## src/hw/ram_arb_pkg.sv

```systemverilog
`default_nettype none

package ram_arb_pkg;

  // Memory geometry
  localparam int ADDR_W = 10;  // Word address bits
  localparam int DATA_W = 16;  // Word width
  localparam int ROW_W  = 6;   // Refresh row counter bits

  // Timing
  localparam int REFRESH_INTERVAL = 64; // Clocks between refresh requests
  localparam int CYCLE_LEN        = 3;  // Clocks per access or refresh, start to done

  // Counter widths derived from the timing above
  localparam int CYC_CNT_W = $clog2(CYCLE_LEN);        // Sequencer step counter
  localparam int REF_CNT_W = $clog2(REFRESH_INTERVAL); // Refresh interval counter

  // Current owner of the memory
  typedef enum logic [1:0] {
    GNT_NONE    = 2'd0,
    GNT_REFRESH = 2'd1,
    GNT_CPU     = 2'd2,
    GNT_BUS     = 2'd3
  } grant_t;

endpackage

`default_nettype wire

```

## src/hw/refresh_timer.sv

```systemverilog
`timescale 1ns/1ps
`default_nettype none

module refresh_timer
  import ram_arb_pkg::*;
(
  input  logic CK,
  input  logic arst_n,
  input  logic served,  // Refresh start seen by the timer
  output logic ref_req
);

  logic [REF_CNT_W-1:0] cnt; // Clocks left to the next request

  always_ff @(posedge CK or negedge arst_n) begin
    if (!arst_n) begin
      cnt     <= REF_CNT_W'(REFRESH_INTERVAL - 1);
      ref_req <= 1'b0;
    end else if (served) begin
      cnt     <= REF_CNT_W'(REFRESH_INTERVAL - 1); // Restart interval
      ref_req <= 1'b0;
    end else if (cnt != '0) begin
      cnt <= cnt - 1'b1;
    end else begin
      ref_req <= 1'b1; // Parked at zero, hold until served
    end
  end

  // Grant side may only serve an open request
  a_served_with_req: assert property (
    @(posedge CK) disable iff (!arst_n)
    served |-> ref_req
  ) else $error("refresh_timer: served without request");

endmodule

`default_nettype wire

```

## config.mk

```make
export PLATFORM = sky130hd
export DESIGN_NAME = refresh_timer
export DESIGN_NICKNAME = d
export VERILOG_FILES = /design/src/hw/ram_arb_pkg.sv /design/src/hw/refresh_timer.sv
export SDC_FILE = /design/constraint.sdc
export NUM_CORES = 1
export LEC_CHECK = 0
export BUFFER_PORTS_ARGS = -buffer_cell sky130_fd_sc_hd__clkbuf_2
export CORE_AREA = 2 2 39 41
export DETAILED_ROUTE_END_ITERATION = 12
export DIE_AREA = 0 0 41 43
export SYNTH_ARGS = -nofsm -noshare
export SYNTH_HDL_FRONTEND = slang
export SYNTH_SLANG_ARGS = --single-unit
```

## constraint.sdc

```tcl
create_clock -name CK -period 1.95 [get_ports CK]
set_input_delay 0.585 -clock CK [delete_from_list [all_inputs] [get_ports CK]]
set_output_delay 0.585 -clock CK [all_outputs]
set_load 0.03 [all_outputs]
```

* Word level (Yosys, flattened, before mapping)
Index checks and enable logic that the tools add are counted.
** Storage, ports and cells
- Register bits after elaboration :: 7
- Bits of input ports :: 3
- Output and inout port bits :: 1
- Word-level logic and storage cells :: 10
** Cells by class
- $add $sub $neg :: 1
- Equality and inequality tests :: 1
- Mux-type cells :: 4
- Reduce and logical (&&, ||, !) cells :: 2
** Operator list (count)
- $mux W6 :: 2
- $reduce_bool A6 Y1 :: 1
- $sub A6 B1 Y6 const B :: 1
- $mux W1 :: 2
- $ne A2 B2 Y1 const B :: 1
- $reduce_bool A2 Y1 :: 1

* Depth between registers and ports, before layout
- Depth after elaboration :: 3
- Gate-level depth with buffers :: 5
- Mapped depth without buffers :: 5

* Worst setup path after synthesis
No wires, ideal clock.
- Path kind :: register to register
- Start point :: register cnt[0]
- End point :: register cnt[5]
- Setup time :: 64 ps
- Data arrival time :: 1361 ps
- Required time :: 1886 ps
- Path slack :: 524 ps
- Stages on the path, launching flop included :: 4
- Buffers on the path :: 0
- Cells stage by stage :: dfstp_2 > or4_4 > or4_1 > nand3_1
** Between the ends
- Cells in the longest elaborated chain, start to end :: 3
- Elaborated cells on any way between the ends :: 5
- Classes of those cells :: add/sub: 1; mux: 2; reduce/logical: 2
** RTL lines
- from (decl) :: line refresh_timer.sv:13 : logic [REF_CNT_W-1:0] cnt;
- from (signal assigned) :: line refresh_timer.sv:17 : cnt <= REF_CNT_W'(REFRESH_INTERVAL - 1);
- from (signal assigned) :: line refresh_timer.sv:20 : cnt <= REF_CNT_W'(REFRESH_INTERVAL - 1);
- from (signal assigned) :: line refresh_timer.sv:23 : cnt <= cnt - 1'b1;
- $sub A6 B1 Y6 :: line refresh_timer.sv:23
- $mux W6 :: line refresh_timer.sv:22 : end else if (cnt != '0) begin
- $mux W6 :: line refresh_timer.sv:19 : end else if (served) begin
Several ways; a longest one is shown, not always the timed one. The select of a mux whose other input is x is not followed.
A chain may end at the register's enable or synchronous reset.

* Worst setup path after layout
- Start point :: register cnt[0]
- End point :: register cnt[2]
Same word-level chain as after synthesis.

==> impl_metrics.csv <==
group,metric,value,unit
status,status,"finished, final reports clean",
grt,grt_pass1_vias,291,
clock_tree,root_buffer,"clkbuf_4",
detailed_routing,wl,687,µm
detailed_routing,drc,0,
power,p_per_area,745,nW/µm²
detailed_routing,wl_per_cell,11.8,µm
critical_path,crit_arrival,1710,ps
critical_path,required,2130,ps
grt,grt_max_degree,9,
sta,tightest_slew,333,ps
sta,max_freq,655,MHz
sta,setup_violations,0,
critical_path,reg2reg_depth,5,
grt,grtUsageTotal,11.7,%
finish,syn_to_final_growth,15.4,%
critical_path,regToRegEndpoint,"cnt[2]",
finish,antennaDiodeCount,0,
detailed_routing,postRouteAntennaNets,0,
placement,placed_cell_area,404,µm²
clock_tree,cts.hold.buffers_added,0,
synthesis,synthTopCellsByCount,"6 x dfstp_2, 5 x nor2_1, 3 x inv_1, 3 x nor2b_1",
synthesis,synth_area_leader_cell,"dfstp_2",
critical_path,critPathKind,"register to register",
synthesis,synth.most_common_cell,"dfstp_2",
critical_path,path_max_fanout,4,
clock_tree,cts_setup_buffers,0,
placement,place_congestion,0.754,
finish,fill_cells,148,
worst_hold_path,hold_path.class,"input pin to async pin",
critical_path,cp-end-kind,"register",
clock_tree,cts.sinks,7,
floorplanning,die_h,43,µm
floorplanning,rows,14,
grt,grt_remaining_overflow,0,
critical_path,slowest_stage,"dfstp_2",
placement,dp_cells,54,
floorplanning,die_area,1760,µm²
critical_path,path_cells,"inv_1 > ha_1 > nor3b_1 > nand2_1 > a211o_1",
synthesis,ys_seq_elements,7,
finish,fin_area,430,µm²
placement,port_buffers,3,
synthesis,netlist_top_cells_area,"dfstp_2 42%, dfrtp_1 6.7%, ha_1 6.7%",
synthesis,synth_nets,41,
finish,final_util,31.1,%
synthesis,synth_edf_count,0,
power,power.leakage,0.190,nW
detailed_routing,viasPerCell,4.67,
power,power,0.320,mW
synthesis,syn_area,373,µm²
floorplanning,die_w,41,µm
clock_tree,cts_max_level,1,
floorplanning,initial_utilization,26.9,%
critical_path,critPathMaxStageDelay,380,ps
sta,post-route-period-util,78.3,%
sta,fin_tns_setup,0,ps
run,drv_cap,0,
floorplanning,num_io_pins,4,
finish,drive_gt1_share,31.0,%
grt,antenna_found_initial,0,
synthesis,syn_avg_cell_area,10.4,µm²
power,ir_drop,0.345,mV
clock_tree,cts-resized-gates,0,
critical_path,worstReg2RegStart,"cnt[0]",
sta,hold_violations,0,
clock_tree,cts_buffers,3,
sta,timing.final.crit_period,1530,ps
synthesis,synth_cells,36,
sta,rsz0062_at_grt,"no",
clock_tree,cts.path.max_buffers,2,
finish,nNetsFinal,48,
clock_tree,cts_tree,"yes",
floorplanning,core_area,1380,µm²
detailed_routing,drtPass1Iterations,2,
synthesis,seq_area_frac_synth,49.0,%
finish,finalNonFillerCells,58,
clock_tree,cts.clk_slew.worst_paths,60,ps
sta,fin_skew,2.61,ps
synthesis,async_reset_ff_share,100,%
detailed_routing,detail_route.iter0.violations,4,
sta,maxSlewViolCount,0,
grt,grt_pass1_wl,1.28,mm
sta,slew-limit-headroom,77.7,%
placement,hpwl,510,µm
synthesis,synthFlopType,"dfstp_2",
critical_path,cp-start-kind,"register",
detailed_routing,via_count,271,
synthesis,yosysWarningCount,0,
clock_tree,clk_latency,250,ps
synthesis,synth_cell_types,20,
critical_path,r2r_setup_slack,420,ps
synthesis,synth_top_area_share,42.3,%
## worst max-delay path: cells and delay by family, from the launching register on
| kind | cells | cell delay, ps |
|---|---|---|
| simple gates | 2 | 530 |
| flops | 1 | 380 |
| compound gates | 1 | 300 |
| fa+ha+maj | 1 | 160 |
| buf+inv | 1 | 90 |
## placed cells by master, fill, tap and decap left out, types with 2 or more instances in the layout
| cell | n |
|---|---|
| nor2b_1 | 3 |
| nor3b_1 | 2 |
| ha_1 | 2 |
| nor2_1 | 5 |
| dfstp_2 | 6 |
| clkbuf_2 | 3 |
| clkbuf_4 | 3 |
| inv_1 | 3 |
| mux2i_1 | 2 |
## final cells by class
class	instances	area (µm²)	area share, %
sequential	7	183	42.4
multi-input combinational	25	175	40.7
clock buffer	4	26.3	6.10
tap	16	20.0	4.65
timing repair buffer	3	15.0	3.49
inverter	3	11.3	2.62
## routing by layer
metal  share of wire (%)  wire length (µm)  GRT usage, %  up-vias
met2                  47               320          13.4        3
li1                    -                 -             -      137
met5                   0                 0             0        -
met1                  47               326          15.9      129
met3                 4.1                28          3.14        2
met4                 1.6                11          12.0        0
## worst max-delay path by stage
stage | startpoint | endpoint | slack, ps | depth (start not counted)
2_1_floorplan | cnt[0] | cnt[5] | 520 | 3
3_3_place_gp | cnt[0] | cnt[2] | 420 | 5
3_5_place_dp | cnt[0] | cnt[2] | 410 | 5
4_1_cts | cnt[0] | cnt[2] | 400 | 5
5_1_grt | cnt[0] | cnt[2] | 310 | 5
6_report | cnt[0] | cnt[2] | 420 | 5
## per-stage QoR
step,hold slack (ps),worst slack (ps)
6_report,163,424
5_1_grt,160,307
4_1_cts,160,402
3_5_place_dp,436,408
3_3_place_gp,434,418
2_1_floorplan,289,524
## state kept, by name, indices dropped and copies added, names as in the netlist
name     flops
ref_req      1
cnt          6
## logic make-up after synthesis
| family | count (synthesis) | synth area share (%) |
|---|---|---|
| xor gates and xnor gates | 1 | 2.35 |
| buffers and inverters | 4 | 4.03 |
| and+or+nand+nor | 14 | 21.5 |
| muxes | 2 | 5.37 |
| AOI/OAI and AO/OA | 6 | 11.1 |
| DFF | 7 | 49.0 |
| adders and majority gates | 2 | 6.71 |
## where the power goes
part | total (mW) | switching [mW] | internal (mW)
combinational | 0.0236 | 0.0134 | 0.0103
sequential | 0.161 | 0.00615 | 0.155
clock | 0.136 | 0.0576 | 0.0784
total | 0.320 | 0.0771 | 0.243
Power figures use the tool's default switching activity.
