File: config.mk
export PLATFORM = sky130hd
export DESIGN_NAME = wb_port
export DESIGN_NICKNAME = d
export VERILOG_FILES = /design/src/hw/ram_arb_pkg.sv /design/src/hw/wb_port.sv
export SDC_FILE = /design/constraint.sdc
export NUM_CORES = 1
export LEC_CHECK = 0
export ABC_AREA = 1
export BUFFER_PORTS_ARGS = -buffer_cell sky130_fd_sc_hd__buf_2
export CAP_MARGIN = 25
export CORE_MARGIN = 1
export CORE_UTILIZATION = 34
export CTS_BUF_LIST = sky130_fd_sc_hd__clkbuf_4
export DETAILED_ROUTE_END_ITERATION = 10
export PLACE_DENSITY = 0.86
export SYNTH_ARGS = -nofsm -noshare
export SYNTH_HDL_FRONTEND = slang
export SYNTH_SLANG_ARGS = --single-unit
File: constraint.sdc
create_clock -name CK -period 1.3 [get_ports CK]
set_clock_uncertainty 0.05 [all_clocks]
set_input_delay 0.065 -clock CK [delete_from_list [all_inputs] [get_ports CK]]
set_output_delay 0.065 -clock CK [all_outputs]
set_load 0.03 [all_outputs]
File: src/hw/ram_arb_pkg.sv
`default_nettype none

package ram_arb_pkg;

  // Memory geometry
  localparam int ADDR_W = 10;  // Word address bits
  localparam int DATA_W = 16;  // Word width
  localparam int ROW_W  = 6;   // Refresh row counter bits

  // Timing
  localparam int REFRESH_INTERVAL = 64; // Clocks between refresh requests
  localparam int CYCLE_LEN        = 3;  // Clocks per access or refresh, start to done

  // Counter widths derived from the timing above
  localparam int CYC_CNT_W = $clog2(CYCLE_LEN);        // Sequencer step counter
  localparam int REF_CNT_W = $clog2(REFRESH_INTERVAL); // Refresh interval counter

  // Current owner of the memory
  typedef enum logic [1:0] {
    GNT_NONE    = 2'd0,
    GNT_REFRESH = 2'd1,
    GNT_CPU     = 2'd2,
    GNT_BUS     = 2'd3
  } grant_t;

endpackage

`default_nettype wire

File: src/hw/wb_port.sv
`timescale 1ns/1ps
`default_nettype none

module wb_port
  import ram_arb_pkg::*;
(
  input  logic              CK,
  input  logic              arst_n,
  // Wishbone classic slave side
  input  logic              cyc,
  input  logic              stb,
  input  logic              we,
  input  logic              lock,
  input  logic [ADDR_W-1:0] adr,
  input  logic [DATA_W-1:0] dat_w,
  output logic [DATA_W-1:0] dat_r,
  output logic              ack,
  // Towards the arbiter
  output logic              req,
  output logic              lock_o,
  // From arbiter and memory
  input  logic              mine,     // Grant names this port
  input  logic              done,
  input  logic [DATA_W-1:0] rd_data
);

  logic take; // Memory cycle finished for us

  assign take = done & mine;

  // Request while the bus cycle is open and not yet acked
  assign req    = cyc & stb & ~ack;
  assign lock_o = lock; // Semaphore hold goes straight to the arbiter

  // Ack one cycle after done
  always_ff @(posedge CK or negedge arst_n) begin
    if (!arst_n) begin
      ack <= 1'b0;
    end else begin
      ack <= take; // Single pulse as done is one cycle
    end
  end

  // Read data captured with the ack
  always_ff @(posedge CK) begin
    if (take) begin
      dat_r <= rd_data;
    end
  end

  // Ack only answers an open bus cycle that held the grant
  a_ack_after_grant: assert property (
    @(posedge CK) disable iff (!arst_n)
    ack |-> $past(mine && cyc && stb)
  ) else $error("wb_port: ack without grant");

  // Master keeps address and data steady up to and including ack
  a_master_stable: assert property (
    @(posedge CK) disable iff (!arst_n)
    req |=> (cyc && stb && $stable({we, adr, dat_w}))
  ) else $error("wb_port: master changed inputs before ack");

endmodule

`default_nettype wire

### After elaboration in Yosys (flattened, before gate mapping)

Index checks and enable logic that the tools add are counted.

* bitwise operators: 4

Operator list (count)
* 1-bit AND: 3
* 1-bit inverter: 1

* flip-flop bits (word level): 17
* input port bits: 50
* output and inout bits: 19
* word-level logic and storage cells: 6

### Longest topological paths before layout

Gate-level depths: netlist (run 1).

* word-level depth: 2
* mapped depth: 2
* depth with buffers taken out: 2

### Worst setup path before layout (run 1)

No wires, ideal clock.

* kind: flip-flop to output port
* from: register ack
* to: output port req
* arrival: 0.814 ns
* required time: 1.185 ns
* path slack: 0.371 ns
* cell stages (with the launch flop): 2
* path buffers: 0
* cells stage by stage: dfrtp_1 -> nor2_2

* longest elaborated chain between the ends: 2

RTL lines
* from (decl): RTL line wb_port.sv:17 `output logic ack,`
* from (signal assigned): RTL line wb_port.sv:40 `ack <= take;`
* 1-bit inverter: RTL line wb_port.sv:32 `assign req = cyc & stb & ~ack;`
* 1-bit AND: RTL line wb_port.sv:32
* to (decl): RTL line wb_port.sv:19 `output logic req,`

Every way passes these cells.

### Worst setup path in the final report (run 1)

Same ends and word-level chain as after synthesis.

==> flow_metrics.py, run 1 <==
metrics = {
    "route": {
        "detail_route.vias_per_cell": 4.206,
        "wire_per_inst_um": 11.66,
        "wirelength_um": 1131,
        "ant_nets": 0,
        "dr.pass1.iters": 4,
        "vias": 408,
        "route.detailed.drc": 0,
        "drt-initial-drc-count": 2,
    },
    "sta": {
        "setup_tns_ns": 0,
        "hold_viol": 0,
        "slew-limit-headroom": 0.8632,
        "setup_viol": 0,
        "fin_hold_ws_ns": 0.03371,
        "rsz0062_at_grt": "false",
        "fin_crit_ns": 1.088,
        "drv_slew": 0,
        "worstMarginPinSlew_ns": 0.2052,
        "min_period_over_period": 0.8368,
        "max_freq_mhz": 919.3,
    },
    "grt": {
        "antenna_found_initial": 0,
        "met1_usage": 0.1491,
        "overflow": 0,
        "grt_max_degree": 18,
        "grt_pass1_vias": 420,
        "globalRouteMet2Util": 0.2531,
        "grt_use_met3": 0.03043,
        "track_usage": 0.1346,
        "grt_pass1_wl_um": 1725,
        "grt-busiest-layer": "met2",
    },
    "clocking": {
        "cts_tree": "yes",
        "cts_buffer_depth": 2,
        "ctsResizeCount": 0,
        "ctsHoldBuffers": 17,
        "cts_setup_buffers": 0,
        "htree_levels": 1,
        "clock-sinks": 17,
        "clkTransAtPathRegs_ns": 0.09,
        "cts-buffers-inserted": 3,
        "cts_root_buffer": "clkbuf_4",
    },
    "yosys": {
        "synthFlopType": "edfxtp_1",
        "async_flop_share": 0.05882,
        "synth_commonest_cells": "edfxtp_1 (16), nand2_1 (2)",
        "synth_nets": 72,
        "yosys.area.top_type": "edfxtp_1",
        "synth_edf_count": 16,
        "synth_area_per_cell_um2": 24.11,
        "yosys.area.top_type_share": 0.9057,
        "syn_area_um2": 530.5,
        "synth_warnings": 0,
        "synth_seq_cells": 17,
        "ys_types": 6,
        "synthCells": 22,
        "yosysMostFrequentCell": "edfxtp_1",
        "synth_area_leaders": "edfxtp_1 (91%), dfrtp_1 (4.7%), buf_4 (1.4%)",
        "ys_seq_area_frac": 0.9528,
    },
    "finish": {
        "fillers": 93,
        "nNetsFinal": 133,
        "final_layout_size_suffix_gt1_frac": 0.5488,
        "area_delta_synth_final_pct": 77.59,
        "num_antenna_cells": 0,
    },
    "die": {
        "num_io_pins": 69,
        "die-area_mm2": 0.001722,
        "floorplan.initialDensity": 0.3837,
        "die_w_um": 41.50,
        "die_h_um": 41.50,
        "coreArea_mm2": 0.001383,
        "num_rows": 13,
    },
    "place": {
        "routabilityCongestion": 0.6825,
        "portBuffers": 39,
    },
    "run_status": {
        "status": "completed",
    },
    "setup_path": {
        "worstPathMaxFanout": 2,
        "worstPathArrival_ns": 0.97,
        "worst_setup_path_start_kind": "register",
        "endpoint_kind": "output port",
        "crit_type": "reg -> out",
        "crit_required_ns": 1.19,
    },
    "pwr": {
        "power_density_mw_per_mm2": 1170,
        "vdd_drop_max_mv": 0.6566,
        "cellLeakagePower_nw": 0.4269,
        "power_mw": 1.102,
    },
    "run": {
        "max_cap_viol_count": 0,
    },
    "hold_path": {
        "hp-class": "in -> async",
    },
}
[path summary, 6_finish.rpt]
check / startpoint / end
setup / recovery: ack / req
hold / removal: arst_n / ack
min in group CK: lock / lock_o
max in group asynchronous: arst_n / ack
[routing by layer]
layer,vias up,wire [um]
li1,201,-
met1,187,403
met2,18,669
met3,2,49
met4,0,7
met5,-,0
[cell type report]
type                    count  area [um^2]  share of cell area
clock buffers               3        22.52             0.02390
inverters                   1        3.754            0.003984
repair buffers             57        372.9              0.3958
flip-flops and latches     17        505.5              0.5365
clock inverters             1        5.005            0.005312
multi-input cells           3        13.76             0.01461
well taps                  15        18.77             0.01992
[state kept, by name (all words and copies together) (netlist names)]
register and cells:
ack 1, dat_r 16
[report_power, final]
| part | internal (mW) | switching (mW) |
|---|---|---|
| registers | 0.638 | 0.00845 |
| clock network | 0.114 | 0.147 |
| logic | 0.0822 | 0.113 |
| total | 0.834 | 0.268 |
[cells in the final DEF, fill, tap and decap left out]
cell type,instances
clkinv_2,1
dfrtp_1,1
buf_4,1
nand2_1,2
edfxtp_1,16
inv_1,1
clkbuf_4,3
dlygate4sd3_1,17
nor2_2,1
buf_2,39
[metrics by stage]
stage          area, um^2  std cells  setup slack (ns)  utilization
6_report            942.2         97            0.2122       0.6814
5_1_grt             942.2         97            0.1787       0.6814
4_1_cts             942.2         97            0.1994       0.6814
3_5_place_dp        744.5         76            0.4697       0.5385
3_3_place_gp        744.5         76            0.4933       0.5385
2_1_floorplan       530.5         22            0.3710            -
[logic make-up after synthesis]
logic type / count (synthesis) / share of synthesized area
buffers and inverters: 2 / 0.02122
and+or+nand+nor: 3 / 0.02596
DFF: 17 / 0.9528
[critical path, stage by stage, from the launching register on]
cell,delay (ns)
dfrtp_1,0.40
nor2_2,0.10
buf_2,0.19
Note: power is estimated with default switching activity, not from simulation.
==> run 2, diff against run 1 <==
Settings changed: CORE_UTILIZATION 34 to 28, PLACE_DENSITY 0.86 to 0.75.
Clock period 1.3 ns to 0.91 ns, I/O delays scaled along.
==> run 2 against run 1 <==
Compared with the run above: the run now ends with setup timing left; worst setup slack got worse by 0.33 ns; global-route usage fell by 0.88 points; cell count rose by 10%; sequential power rose by 45%; hold slack got worse by 0.018 ns; combinational power rose by 77%; critical endpoint unchanged; largest cell class unchanged; largest power group unchanged; highest routed layer is now met3.
==> flow_metrics.py, run 2 (synthesis results as in run 1) <==
metrics = {
    "pwr": {
        "clockPowerShare": 0.231,
        "comb_power_share": 0.207,
        "cellLeakagePower_nw": 0.4648,
        "vdd_drop_max_mv": 0.7092,
        "power_mw": 1.665,
        "power_density_mw_per_mm2": 1551,
        "p_int_mw": 1.255,
        "switchingPower_mw": 0.4092,
        "netSwitchingFraction": 0.2458,
        "pwr-share-seq": 0.562,
    },
    "die": {
        "die_h_um": 45.53,
        "die_w_um": 45.53,
        "coreArea_mm2": 0.001745,
        "die-area_mm2": 0.002073,
        "num_rows": 15,
        "floorplan.initialDensity": 0.3039,
        "num_io_pins": 69,
    },
    "finish": {
        "finalInstanceArea_mm2": 0.001074,
        "largest_register_ffs": 16,
        "top_regs": "dat_r x16, ack x1",
        "mostFrequentLayoutCell": "buf_2",
        "area_delta_synth_final_pct": 102.4,
        "top_register": "dat_r",
        "mostFrequentLayoutCells": "buf_2 (22), dlygate4sd3_1 (17), buf_6 (17)",
        "num_antenna_cells": 0,
        "nNetsFinal": 133,
        "final_layout_size_suffix_gt1_frac": 0.5488,
    },
    "sta": {
        "setup_viol": 15,
        "rsz0062_at_grt": "true",
        "max_freq_mhz": 974.6,
        "fin_hold_ws_ns": 0.01586,
        "setup_tns_ns": -0.2972,
        "slew-limit-headroom": 0.8985,
        "fin_crit_ns": 1.026,
        "min_period_over_period": 1.128,
        "worstMarginPinSlew_ns": 0.1532,
        "hold_viol": 0,
        "drv_slew": 0,
        "worst_slack_ns": -0.1161,
    },
    "place": {
        "routabilityCongestion": 0.6177,
        "placed_cell_area_um2": 769.5,
        "portBuffers": 39,
    },
    "grt": {
        "track_usage": 0.1258,
        "grt_pass1_vias": 411,
        "grt_max_degree": 18,
        "antenna_found_initial": 0,
        "overflow": 0,
        "grt_pass1_wl_um": 1759,
    },
    "route": {
        "ant_nets": 0,
        "vias": 413,
        "wirelength_um": 1248,
        "detail_route.vias_per_cell": 3.860,
        "wire_per_inst_um": 11.66,
        "drt-initial-drc-count": 6,
        "route.detailed.drc": 0,
        "dr.pass1.iters": 2,
    },
    "run_status": {
        "status": "finished with violations",
        "violations": "setup timing",
    },
    "setup_path": {
        "crit_required_ns": 0.81,
        "endpoint_kind": "output port",
        "worst_setup_path_start_kind": "register",
        "worstPathMaxFanout": 2,
        "crit_type": "reg -> out",
        "worstPathArrival_ns": 0.93,
    },
    "clocking": {
        "clock-sinks": 17,
        "clkTransAtPathRegs_ns": 0.09,
        "cts_buffer_depth": 2,
        "cts_root_buffer": "clkbuf_4",
        "cts_tree": "yes",
        "htree_levels": 1,
        "cts-buffers-inserted": 3,
    },
    "hold_path": {
        "hp-class": "in -> async",
    },
    "run": {
        "max_cap_viol_count": 0,
    },
}
[run 2: cell count changes in the layout (fill, tap and decap cells not counted)]
cell and change:
buf_12 +1, buf_2 -17, buf_4 -1, buf_6 +17
[run 2: worst paths after layout]
check / startpoint / to / slack [ns]
setup / recovery: ack / req / -0.12
max in group asynchronous: arst_n / ack / 0.71
hold / removal: arst_n / ack / 0.02
min in group CK: lock / lock_o / 0.04
[run 2: final cells by class]
class                           count  area, um^2
Sequential cell                    17       505.5
Inverter                            1       3.754
Clock inverter                      1       5.005
Fill cell                         139       671.9
Tap cell                           25       31.28
Timing Repair Buffer               57       491.7
Clock buffer                        3       22.52
Multi-Input combinational cell      3       13.76
[run 2: timing repair]
item	4_1_cts	5_1_grt
gates resized for setup	34	0
setup endpoints to repair	18	18
buffers inserted	0	0
pin swaps	1	0
hold buffers	17	0
endpoints found under the hold margin	17	0
[run 2: metal layers]
layer	GRT usage	share of wire
met4	0.07273	0
met1	0.1205	0.33
met2	0.2600	0.62
met3	0	0.048
met5	0	0
[run 2: power groups by stage]
stage	Clock [mW]	Sequential, mW	Combinational (mW)
floorplan	0	1.05	0.0271
global placement	0	0.939	0.224
detailed placement	0	0.940	0.228
CTS	0.391	0.935	0.340
global route	0.432	0.940	0.363
finish	0.384	0.936	0.345
[run 2: critical path: stages, from the launching register on]
cell and delay, ns:
dfrtp_1 0.40, nor2_2 0.11, buf_6 0.14
[run 2: through the flow]
step | worst slack [ns] | utilization | instances
after floorplan | 0.0004652 | - | 22
final | -0.1161 | 0.6151 | 107
after global routing | -0.1629 | 0.6151 | 107
after CTS | -0.1025 | 0.6151 | 107
after detailed placement | 0.1549 | 0.4409 | 86
after global placement | 0.1607 | 0.4409 | 86
