===== src/hw/ram_arb_pkg.sv =====
`default_nettype none

package ram_arb_pkg;

  // Memory geometry
  localparam int ADDR_W = 10;  // Word address bits
  localparam int DATA_W = 16;  // Word width
  localparam int ROW_W  = 6;   // Refresh row counter bits

  // Timing
  localparam int REFRESH_INTERVAL = 64; // Clocks between refresh requests
  localparam int CYCLE_LEN        = 3;  // Clocks per access or refresh, start to done

  // Counter widths derived from the timing above
  localparam int CYC_CNT_W = $clog2(CYCLE_LEN);        // Sequencer step counter
  localparam int REF_CNT_W = $clog2(REFRESH_INTERVAL); // Refresh interval counter

  // Current owner of the memory
  typedef enum logic [1:0] {
    GNT_NONE    = 2'd0,
    GNT_REFRESH = 2'd1,
    GNT_CPU     = 2'd2,
    GNT_BUS     = 2'd3
  } grant_t;

endpackage

`default_nettype wire


===== src/hw/ram_arbiter.sv =====
`timescale 1ns/1ps
`default_nettype none

module ram_arbiter
  import ram_arb_pkg::*;
(
  input  logic   CK,
  input  logic   arst_n,
  input  logic   ref_req,
  input  logic   cpu_req,
  input  logic   bus_req,
  input  logic   cpu_lock,
  input  logic   bus_lock,
  input  logic   done,     // Memory cycle finished
  output grant_t gnt,
  output logic   start     // One pulse per grant
);

  typedef enum logic [1:0] {
    ST_IDLE = 2'd0,
    ST_BUSY = 2'd1,
    ST_GAP  = 2'd2
  } state_t;

  state_t state;
  grant_t nxt;         // Winner if a decision is taken now
  grant_t last_owner;  // Owner of the finished cycle
  logic   last_ref;    // Previous grant was refresh
  logic   lock_held;   // Last owner ended with lock up
  logic   first_dec;   // First idle cycle after the gap
  logic   cpu_keeps;   // CPU reclaims locked memory
  logic   bus_keeps;   // Bus reclaims locked memory

  // Lock only counts if the owner comes straight back
  assign cpu_keeps = first_dec & lock_held & (last_owner == GNT_CPU) & cpu_req;
  assign bus_keeps = first_dec & lock_held & (last_owner == GNT_BUS) & bus_req;

  // Priority order
  always_comb begin
    nxt = GNT_NONE;
    if (ref_req) begin
      nxt = GNT_REFRESH;            // Refresh beats everything, even a lock
    end else if (cpu_keeps) begin
      nxt = GNT_CPU;
    end else if (bus_keeps) begin
      nxt = GNT_BUS;
    end else if (last_ref && cpu_req) begin
      nxt = GNT_CPU;                // CPU gets the slot behind refresh
    end else if (bus_req) begin
      nxt = GNT_BUS;
    end else if (cpu_req) begin
      nxt = GNT_CPU;
    end
  end

  always_ff @(posedge CK or negedge arst_n) begin
    if (!arst_n) begin
      state      <= ST_IDLE;
      gnt        <= GNT_NONE;
      start      <= 1'b0;
      last_owner <= GNT_NONE;
      last_ref   <= 1'b0;
      lock_held  <= 1'b0;
      first_dec  <= 1'b0;
    end else begin
      start <= 1'b0; // Pulse default
      case (state)
        ST_IDLE: begin
          first_dec <= 1'b0; // Lock window is one decision only
          if (nxt != GNT_NONE) begin
            gnt      <= nxt;
            start    <= 1'b1;
            last_ref <= (nxt == GNT_REFRESH);
            state    <= ST_BUSY;
          end
        end
        ST_BUSY: begin
          if (done) begin
            last_owner <= gnt;
            // Remember whether the owner wants to keep the memory
            lock_held  <= ((gnt == GNT_CPU) & cpu_lock) | ((gnt == GNT_BUS) & bus_lock);
            gnt        <= GNT_NONE;
            state      <= ST_GAP;
          end
        end
        ST_GAP: begin
          first_dec <= 1'b1; // Next cycle is the first decision
          state     <= ST_IDLE;
        end
        default: state <= ST_IDLE;
      endcase
    end
  end

  // Owner does not change under a running memory cycle
  a_gnt_stable: assert property (
    @(posedge CK) disable iff (!arst_n)
    (state == ST_BUSY && !done) |=> $stable(gnt)
  ) else $error("ram_arbiter: grant changed while busy");

  a_start_from_idle: assert property (
    @(posedge CK) disable iff (!arst_n)
    start |-> ($past(state) == ST_IDLE)
  ) else $error("ram_arbiter: start outside idle");

endmodule

`default_nettype wire


===== config.mk =====
export PLATFORM = sky130hd
export DESIGN_NAME = ram_arbiter
export DESIGN_NICKNAME = d
export VERILOG_FILES = /design/src/hw/ram_arb_pkg.sv /design/src/hw/ram_arbiter.sv
export SDC_FILE = /design/constraint.sdc
export NUM_CORES = 1
export LEC_CHECK = 0
export BUFFER_PORTS_ARGS = -buffer_cell sky130_fd_sc_hd__buf_4
export CORE_UTILIZATION = 33
export CTS_BUF_LIST = sky130_fd_sc_hd__clkbuf_4
export DETAILED_ROUTE_END_ITERATION = 7
export SLEW_MARGIN = 20
export SYNTH_ARGS = -nofsm -noshare
export SYNTH_HDL_FRONTEND = slang
export SYNTH_SLANG_ARGS = --single-unit

===== constraint.sdc =====
create_clock -name CK -period 1.5 [get_ports CK]
set_input_delay 0.3 -clock CK [delete_from_list [all_inputs] [get_ports CK]]
set_output_delay 0.3 -clock CK [all_outputs]
set_load 0.01 [all_outputs]

==> Yosys cells after proc, flatten, opt, wreduce, memory -nomap -nowiden <==
Index checks and enable logic that the tools add are counted.
{ "word_totals": {"ff_bits": 10, "word_cells": 48, "output_inout_bits": 3} }
{ "op_classes": {"n_reduce_logical": 9, "n_mux": 15, "eq_ne": 9, "bitwise": 8} }
{ "ops": {"columns": ["cell", "n"], "rows": [
  ["2-bit 2-to-1 mux", 10],
  ["2-bit == test, second input constant", 5],
  ["2-bit case mux with 2 select lines", 2],
  ["1-bit bitwise AND", 7],
  ["2-bit AND reduction", 3],
  ["2-bit nonzero test", 3],
  ["2-bit by 1-bit == test with 1-bit output, second input constant", 2],
  ["2-bit inequality test, second input constant", 2],
  ["3-bit AND reduction", 1],
  ["2-bit zero test", 1],
  ["1-bit 2-to-1 mux", 2],
  ["1-bit case mux with 2 select lines", 1],
  ["1-bit logical AND", 1],
  ["1-bit OR", 1]
]} }

==> Longest topological paths before layout <==
Gate-level depths: netlist of the first run.
{ "depth": {"word_depth": 9, "mapped_depth": 3, "depth_no_buf": 3} }

==> Least setup slack after synthesis of the first run <==
OpenSTA, ideal clock, no wires.
{ "synth_path": {"kind": "register to register", "from": "register state[0]", "to": "register gnt[0]", "slack_ns": 0.460, "required_ns": 1.413, "path_buffers": 0, "path_stages_with_launch": 4, "period_less_slack_ns": 1.040, "arrival_ns": 0.953, "path_cell_list": "dfrtp_1 -> nor4_1 -> o31ai_1 -> o211ai_1"} }
{ "synth_between": {"elab_chain_len": 3} }
{ "synth_lines": {"columns": ["element", "line_no", "text"], "rows": [
  ["start, declared", "ram_arbiter.sv:25", "state_t state;"],
  ["start signal, assigned", "ram_arbiter.sv:58", "state <= ST_IDLE;"],
  ["start signal, assigned", "ram_arbiter.sv:74", "state <= ST_BUSY;"],
  ["start signal, assigned", "ram_arbiter.sv:83", "state <= ST_GAP;"],
  ["2-bit by 1-bit == test with 1-bit output / 2-bit zero test (equally long branches)", "ram_arbiter.sv:67", "case (state)"],
  ["2-bit inequality test (no source line) / 2-bit nonzero test (equally long branches)", null, null],
  ["3-bit AND reduction (no source line)", null, null],
  ["end signal, assigned", "ram_arbiter.sv:71", "gnt <= nxt;"],
  ["end, declared", "ram_arbiter.sv:15", "output grant_t gnt,"]
]} }
Several ways; a longest one is shown, not always the timed one.
A chain may end at the register's enable or synchronous reset.

==> Worst setup path after layout of the first run <==
Ends and elaborated chain as after synthesis.

==> summary.md, run 1 <==
| Metric | Value |
|---|---|
| CTS tree | yes |
| Cell Rows | 12 |
| Fmax | 865 MHz |
| I/O Buffers | 10 |
| Total clock buffers created by CTS | 3 |
| CP arrival | 1330 ps |
| Most common cell in the netlist | dfrtp_1 |
| H-tree Lvls | 1 |
| Worst-margin pin slew | 374 ps |
| Slew HR | 74.8% |
| Worst-skew pair later-pin latency | 250 ps |
| First-pass GRT wire length | 1.35 mm |
| Remaining global-route overflow | 0 |
| Antenna cells | 0 |
| Synth cell types | 20 |
| Commonest register cell after synthesis | dfrtp_1 |
| # IOs | 11 |
| Worst-path clk slew | 60 ps |
| Syn nets | 43 |
| Gr usage total | 14.0% |
| CP cell instances | nor4_1 -> o31ai_1 -> o211ai_1 |
| Core area | 1190 um^2 |
| Required time worst endpoint | 1670 ps |
| Most frequent cells after synthesis | dfrtp_1 (10), nand2_1 (4), a22o_1 (2), mux2_4 (2), mux2i_1 (2) |
| Vias per cell | 5.08 |
| Mapped Area | 445 um^2 |
| Crit-path max FO | 6 |
| Top cell type's share of synthesized area | 56.2% |
| Tcrit/Tclk final | 77.1% |
| Post-synth EDFFs | 0 |
| Async S/R FF share, synth | 100% |
| YS warnings | 0 |
| Final setup vio count | 0 |
| Worst VDD drop | 0.569 mV |
| Final ANT Viol Nets | 0 |
| RSZ-0062 raised after global routing | false |
| Slowest CP cell | dfrtp_1 |
| Final Hold Viols | 0 |
| Synth Instances | 35 |
| Period minus WS final | 1160 ps |
| # fillers | 111 |
| Synth Area per Inst | 12.7 um^2 |
| CP Capture Type | flip-flop |
| Initial antenna violation count | 0 |
| Post-DP HPWL | 639 um |
| Sequential Area | 250 um^2 |
| Clock Path Buffers | 2 |
| Post_cts resized | 0 |
| Routed wire length | 816 um |
| Run status | finished clean |
| Pleak | 0.000289 uW |
| RD Place Congestion | 0.852 |
| Die Ht | 38.7 um |
| Setup TNS | 0 ps |
| Final setup skew | 3.04 ps |
| Total power draw | 919 uW |
| Max cap viols | 0 |
| Seq/Total Area, Yosys | 56.2% |
| Top cells by area, synth | dfrtp_1 (56%), mux2_4 (6.7%), mux2i_1 (4.5%) |
| Tightest Hold Check Type | in2reg |
| Area of the multi-input gates | 191 um^2 |
| Clock share of power | 19.5% |
| Power per cell area | 1600 nW/um^2 |
| Die area | 1500 um^2 |
| Pin count of the biggest net entering global routing | 11 |
| Mean routed wirelength per cell | 12.8 um |
| Layout area overhead | 28.9% |
| Vias in the first global route | 312 |
| Layout Utilization | 48.4% |
| First drt pass iteration count | 4 |
| Die width | 38.7 um |
| Psw | 276 uW |
| Final net count | 59 |
| Starting Density | 37.6% |
| Share of layout cells above drive strength 1 | 36.0% |
| Max stage delay on crit path | 460 ps |
| CTS Sinks | 10 |
| # DRC | 0 |
| Yosys reg bits | 10 |
| Switching Share | 30.1% |
| Iter 0 DRT Violations | 5 |
| Dominant cell type by area after synthesis | dfrtp_1 |
| Root buf cell | clkbuf_4 |
| Startpoint Class | flip-flop |
| Critical path class | reg2reg |
| Reg power frac | 50.0% |
| Comb power frac | 30.5% |
| Internal cell power | 643 uW |
| Slew Limit Fails | 0 |
| Routed via count | 325 |
## placed cells by master, fill, tap and decap left out, types with 2 or more instances in the layout
cell type	Yosys	final
mux2i_1	2	2
mux2_4	2	2
dfrtp_1	10	10
nand2_1	4	4
a22o_1	2	2
clkbuf_4	0	3
buf_4	0	10
## cell type report
| class | count | share of cell area, % |
|---|---|---|
| multi-input combinational | 24 | 33.3 |
| sequential | 10 | 43.6 |
| clock inverter | 1 | 0.654 |
| timing repair buffer | 11 | 14.8 |
| tap | 14 | 3.05 |
| inverter | 1 | 0.654 |
| clock buffer | 3 | 3.92 |
## state kept, by name, indices dropped and copies added, names as in the netlist
| register | flops |
|---|---|
| first_dec | 1 |
| gnt | 2 |
| last_owner | 2 |
| last_ref | 1 |
| lock_held | 1 |
| start | 1 |
| state | 2 |
## per-layer routing
layer	vias to the layer above	global-route usage (%)	wire, um
met5	-	0	0
met4	0	5.17	9
met3	2	5.20	44
met2	8	22.9	376
met1	157	16.5	385
li1	158	-	-
## power by group through the flow
stage,Combinational [uW],Clock (uW),Sequential (uW)
6_report,281,179,460
5_1_grt,312,210,473
4_1_cts,285,186,459
3_5_place_dp,280,0,464
3_3_place_gp,278,0,456
2_1_floorplan,173,0,456
## kinds of logic after synthesis
logic type	share of synthesized area, %
AND/OR/NAND/NOR	15.5
flip-flops	56.2
AO/OA/AOI/OAI	13.8
multiplexers	13.8
buffers and inverters	0.842
## worst paths after layout
kind	slack [ps]	cells past startpoint	startpoint	end
worst max register to register	340	3	state[0]$_DFFE_PN0P_	gnt[0]$_DFFE_PN0P_
worst min-delay path	260	2	done	state[0]$_DFFE_PN0P_
max in group asynchronous	950	2	arst_n	last_owner[0]$_DFFE_PN0P_
worst max-delay path	340	3	state[0]$_DFFE_PN0P_	gnt[0]$_DFFE_PN0P_
worst min register to register	510	1	last_owner[0]$_DFFE_PN0P_	last_owner[0]$_DFFE_PN0P_
min in group asynchronous	410	2	arst_n	gnt[0]$_DFFE_PN0P_
## stage by stage
step	setup slack (ps)	cells	area [um^2]	hold WS (ps)
floorplan	460	35	445	4.41
global placement	426	59	538	133
detailed placement	360	59	538	133
CTS	345	64	574	263
global route	282	64	574	260
finish	344	64	574	262
## repair_timing
action / CTS / global route
hold buffers: 1 / 0
endpoints found under the hold margin: 10 / 0
setup buffers: 0 / 0
## critical path, delay by kind of cell (launching register included)
family          cells  cell delay [ps]
simple gates        1              420
flops               1              460
compound gates      2              200
Note: power is estimated with default switching activity, not from simulation.
==> run 2, diff against run 1 <==
Settings changed: ABC_AREA set to 1.
Clock period 1.5 ns to 1.2 ns, I/O delays scaled along.
==> summary.md, run 2 <==
| Metric | Value |
|---|---|
| Mapped Area | 439 um^2 |
| Pin count of the biggest net entering global routing | 11 |
| Vias in the first global route | 338 |
| Final setup skew | 16.0 ps |
| Final ANT Viol Nets | 0 |
| Run status | finished clean |
| Fmax | 924 MHz |
| Die width | 38.5 um |
| Routed via count | 355 |
| Most common cell in the netlist | nand2_1 |
| Most common cell after layout, fill and taps aside | nand2_1 |
| YS warnings | 0 |
| Power per cell area | 2330 nW/um^2 |
| Top Registers | gnt x2, last_owner x2, state x2 |
| CP cell instances | buf_4 |
| Psw | 505 uW |
| Max stage delay on crit path | 410 ps |
| Worst-margin pin slew | 299 ps |
| Iter 0 DRT Violations | 6 |
| H-tree Lvls | 1 |
| Min Hold Slack | 178 ps |
| Cell Rows | 12 |
| RD Place Congestion | 0.779 |
| Top Usage Layer GRT | met2 |
| Tightest Hold Check Type | in2reg |
| Starting Density | 37.5% |
| Clock Path Buffers | 2 |
| Max cap viols | 0 |
| Die area | 1480 um^2 |
| Initial antenna violation count | 0 |
| Comb power frac | 35.8% |
| # fillers | 113 |
| I/O Buffers | 10 |
| Synth Area per Inst | 8.61 um^2 |
| # IOs | 11 |
| Mean routed wirelength per cell | 10.9 um |
| Final net count | 75 |
| Met3 Usage GRT | 11.0% |
| Internal cell power | 818 uW |
| Share of layout cells above drive strength 1 | 28.8% |
| Pleak | 0.000309 uW |
| Worst-path clk slew | 80 ps |
| Setup TNS | 0 ps |
| Total clock buffers created by CTS | 3 |
| Post-DP HPWL | 651 um |
| Syn nets | 59 |
| Layout area overhead | 29.3% |
| Required time worst endpoint | 960 ps |
| Slowest CP cell | dfrtp_1 |
| GR Util met2 | 20.8% |
| Most frequent cells in the layout | nand2_1 (13), dfrtp_1 (10), buf_4 (10) |
| Post-CTS Setup Bufs | 0 |
| Critical path class | reg2out |
| Antenna cells | 0 |
| Met1 Use GR | 20.1% |
| Total power draw | 1320 uW |
| Async S/R FF share, synth | 100% |
| Switching Share | 38.2% |
| Die Ht | 38.5 um |
| Core area | 1170 um^2 |
| Cell family with the largest share of critical-path delay | flip-flops |
| Period minus WS final | 1080 ps |
| Reg power frac | 46.0% |
| Tcrit/Tclk final | 90.2% |
| # DRC | 0 |
| Top cells by area, synth | dfrtp_1 (57%), nand2_1 (11%), nand3_1 (5.7%) |
| CP arrival | 840 ps |
| CTS Sinks | 10 |
| Worst-skew pair later-pin latency | 270 ps |
| Vias per cell | 4.44 |
| Synth cell types | 14 |
| Post_cts resized | 0 |
| RSZ-0062 raised after global routing | false |
| Startpoint Class | flip-flop |
| Worst VDD drop | 1.04 mV |
| Top cell type's share of synthesized area | 57.0% |
| Final setup vio count | 0 |
| Clock share of power | 18.2% |
| Root buf cell | clkbuf_4 |
| Dominant cell type by area after synthesis | dfrtp_1 |
| Most frequent cells after synthesis | nand2_1 (13), dfrtp_1 (10), inv_1 (6) |
| Routed wire length | 870 um |
| Post-synth EDFFs | 0 |
| CTS tree | yes |
| Remaining global-route overflow | 0 |
| Gr usage total | 16.2% |
| Yosys reg bits | 10 |
| Seq/Total Area, Yosys | 57.0% |
| Slew Limit Fails | 0 |
| Crit-path max FO | 4 |
| First drt pass iteration count | 2 |
| First-pass GRT wire length | 1.50 mm |
| Synth Instances | 51 |
| CP Buf/Inv Count | 1 |
| Slew HR | 79.9% |
| Final Hold Viols | 0 |
| CP Capture Type | output port |
| Commonest register cell after synthesis | dfrtp_1 |
run 2: cells by family after synthesis:
kind of cell | after synthesis | synth area share [%]
AOI/OAI and AO/OA | 7 | 9.97
buffers and inverters | 8 | 6.84
and+or+nand+nor | 26 | 26.2
DFF | 10 | 57.0
run 2: final cells by class:
| cell class | count | area, um^2 | share of cell area (%) |
|---|---|---|---|
| flip-flops and latches | 10 | 250 | 44.1 |
| clock inverters | 1 | 3.75 | 0.661 |
| inverters | 8 | 30.0 | 5.29 |
| well taps | 14 | 17.5 | 3.08 |
| repair buffers | 11 | 85.1 | 15.0 |
| multi-input cells | 33 | 159 | 28.0 |
| clock buffers | 3 | 22.5 | 3.96 |
run 2: final timing paths:
path                                                  end  cells after the start                       from  slack (ps)
worst max-delay path                               gnt[0]                      1         gnt[0]$_DFFE_PN0P_         120
worst min-delay path                 state[0]$_DFFE_PN0P_                      2                       done         180
worst max register to register         gnt[1]$_DFFE_PN0P_                      4       state[1]$_DFFE_PN0P_         140
worst min register to register  last_owner[0]$_DFFE_PN0P_                      2  last_owner[0]$_DFFE_PN0P_         500
max in group asynchronous       last_owner[0]$_DFFE_PN0P_                      2                     arst_n         720
min in group asynchronous           first_dec$_DFFE_PN0P_                      2                     arst_n         320
run 2: power by group through the flow:
stage	sequential, uW	clock, uW	combinational (uW)
global placement	612	0	469
CTS	609	248	477
floorplan	613	0	289
detailed placement	615	0	470
global route	634	277	547
finish	609	241	473
run 2: timing repair:
action                                  in CTS  in global routing
hold buffers                                 1                  0
endpoints found under the setup margin       0                  0
hold endpoints to repair                    10                  0
run 2: routing by layer:
layer | part of all wire [%] | routed length, um
met1 | 48 | 415
met2 | 43 | 373
met3 | 9.3 | 81
met4 | 0 | 0
met5 | 0 | 0
run 2: stage by stage:
step                      cell area (um^2)  utilization, %  setup slack (ps)  instances
after floorplan                        439               -               249         51
after global placement                 532            45.4               170         75
after detailed placement               532            45.4               165         75
after CTS                              568            48.5               112         80
after global routing                   568            48.5              11.1         80
final                                  568            48.5               118         80
run 2: worst reg2reg max path: cells and delay by family, from the launching register on:
| kind | cells | cell delay, ps |
|---|---|---|
| and+or+nand+nor | 3 | 440 |
| DFF | 1 | 410 |
| AOI/OAI and AO/OA | 1 | 90 |
==> run 3, diff against run 2 <==
Settings changed: CORE_MARGIN set to 8.
==> summary.md, run 3 (synthesis results as in run 2) <==
| Metric | Value |
|---|---|
| Run status | finished clean |
| Startpoint Class | flip-flop |
| Antenna cells | 0 |
| Cell family with the largest share of critical-path delay | flip-flops |
| Pleak | 0.000308 uW |
| I/O Buffers | 10 |
| Vias in the first global route | 350 |
| Slew Limit Fails | 0 |
| Core area | 1270 um^2 |
| CP arrival | 820 ps |
| Final Hold Viols | 0 |
| Max cap viols | 0 |
| Die width | 52.5 um |
| Slowest CP cell | dfrtp_1 |
| Power per cell area | 2300 nW/um^2 |
| Final setup vio count | 0 |
| Slew HR | 85.7% |
| Routed wire length | 884 um |
| Reg2reg start | state[1]$_DFFE_PN0P_ |
| Final ANT Viol Nets | 0 |
| Share of layout cells above drive strength 1 | 30.8% |
| Most frequent cells in the layout | nand2_1 (13), dfrtp_1 (10), buf_4 (10) |
| CP cell instances | buf_4 |
| H-tree Lvls | 1 |
| RD Place Congestion | 0.827 |
| Routed via count | 367 |
| Iter 0 DRT Violations | 5 |
| Initial antenna violation count | 0 |
| Tcrit/Tclk final | 88.3% |
| CP Buf/Inv Count | 1 |
| # DRC | 0 |
| Top Registers | gnt x2, last_owner x2, state x2 |
| Layout area overhead | 29.3% |
| CTS Sinks | 10 |
| Worst Hold Path Cells | 2 |
| RSZ-0062 raised after global routing | false |
| Worst Hold Launch | done |
| Worst VDD drop | 0.933 mV |
| Critical path class | reg2out |
| Max stage delay on crit path | 410 ps |
| Remaining global-route overflow | 0 |
| Tightest Hold Check Type | in2reg |
| Gr usage total | 7.06% |
| Post-CTS Setup Bufs | 0 |
| First-pass GRT wire length | 1.46 mm |
| Setup TNS | 0 ps |
| Pin count of the biggest net entering global routing | 11 |
| First drt pass iteration count | 3 |
| Reg2reg end | gnt[0]$_DFFE_PN0P_ |
| R2R Setup Slk | 190 ps |
| Worst-skew pair later-pin latency | 250 ps |
| Hold path endpoint | state[0]$_DFFE_PN0P_ |
| Crit-path max FO | 4 |
| DP Worst Slack | 138 ps |
| Min Hold Slack | 173 ps |
| CP Capture Type | output port |
| Worst-path clk slew | 60 ps |
| Vias per cell | 4.59 |
| Final net count | 75 |
| Required time worst endpoint | 960 ps |
| Total clock buffers created by CTS | 3 |
| Worst-margin pin slew | 212 ps |
| Die Ht | 52.5 um |
| Post-DP HPWL | 723 um |
| CTS tree | yes |
| Most common cell after layout, fill and taps aside | nand2_1 |
| Root buf cell | clkbuf_4 |
| # IOs | 11 |
| Final WS setup | 141 ps |
| Cell Rows | 13 |
| Mean routed wirelength per cell | 11.1 um |
| Clock Path Buffers | 2 |
| R2R depth | 4 |
| Period minus WS final | 1060 ps |
| Die area | 2750 um^2 |
| Fmax | 944 MHz |
| Starting Density | 34.6% |
| Final setup skew | 0.200 ps |
run 3: cell count changes in the layout (fill, tap and decap cells not counted):
cell | previous run | this run
clkinv_1 | 1 | 0
nor2_1 | 4 | 3
nor2_2 | 1 | 2
run 3: area by class of cell:
type                    count  area (um^2)
fillers                   136          701
flip-flops and latches     10          250
multi-input cells          33          161
repair buffers             11         85.1
inverters                   8         30.0
clock buffers               3         22.5
well taps                  15         18.8
run 3: what timing repair did:
item	in CTS	in global routing
hold endpoints to repair	10	0
hold buffers	1	0
endpoints found under the setup margin	0	1
gates resized for setup	0	1
run 3: worst max-delay path by stage:
stage                    startpoint                  to  slack (ps)  depth (start not counted)
5_1_grt        state[1]$_DFFE_PN0P_  gnt[0]$_DFFE_PN0P_          80                          4
3_5_place_dp   state[1]$_DFFE_PN0P_  gnt[0]$_DFFE_PN0P_         140                          4
4_1_cts        state[1]$_DFFE_PN0P_  gnt[0]$_DFFE_PN0P_         130                          4
6_report         gnt[0]$_DFFE_PN0P_              gnt[0]         140                          1
3_3_place_gp   state[1]$_DFFE_PN0P_  gnt[0]$_DFFE_PN0P_         170                          4
2_1_floorplan  state[1]$_DFFE_PN0P_  gnt[0]$_DFFE_PN0P_         250                          4
run 3: per-stage QoR:
| stage | area [um^2] | instances | power [uW] | util [%] |
|---|---|---|---|---|
| final | 568 | 80 | 1300 | 44.8 |
| after global routing | 568 | 80 | 1430 | 44.8 |
| after CTS | 566 | 80 | 1320 | 44.6 |
| after detailed placement | 533 | 76 | 1090 | 42.0 |
| after global placement | 533 | 76 | 1080 | 42.0 |
| after floorplan | 439 | 51 | 902 | - |
run 3: power by group:
part,switching [uW],internal [uW]
logic,262,207
registers,120,494
clock network,105,115
run 3: layer usage:
metal  vias up  part of all wire, %  GRT usage, %
met5         -                    0             0
met4         0                 0.90          2.59
met3         2                  6.3          3.41
met2         7                   48          11.1
met1       166                   44          8.10
li1        192                    -             -
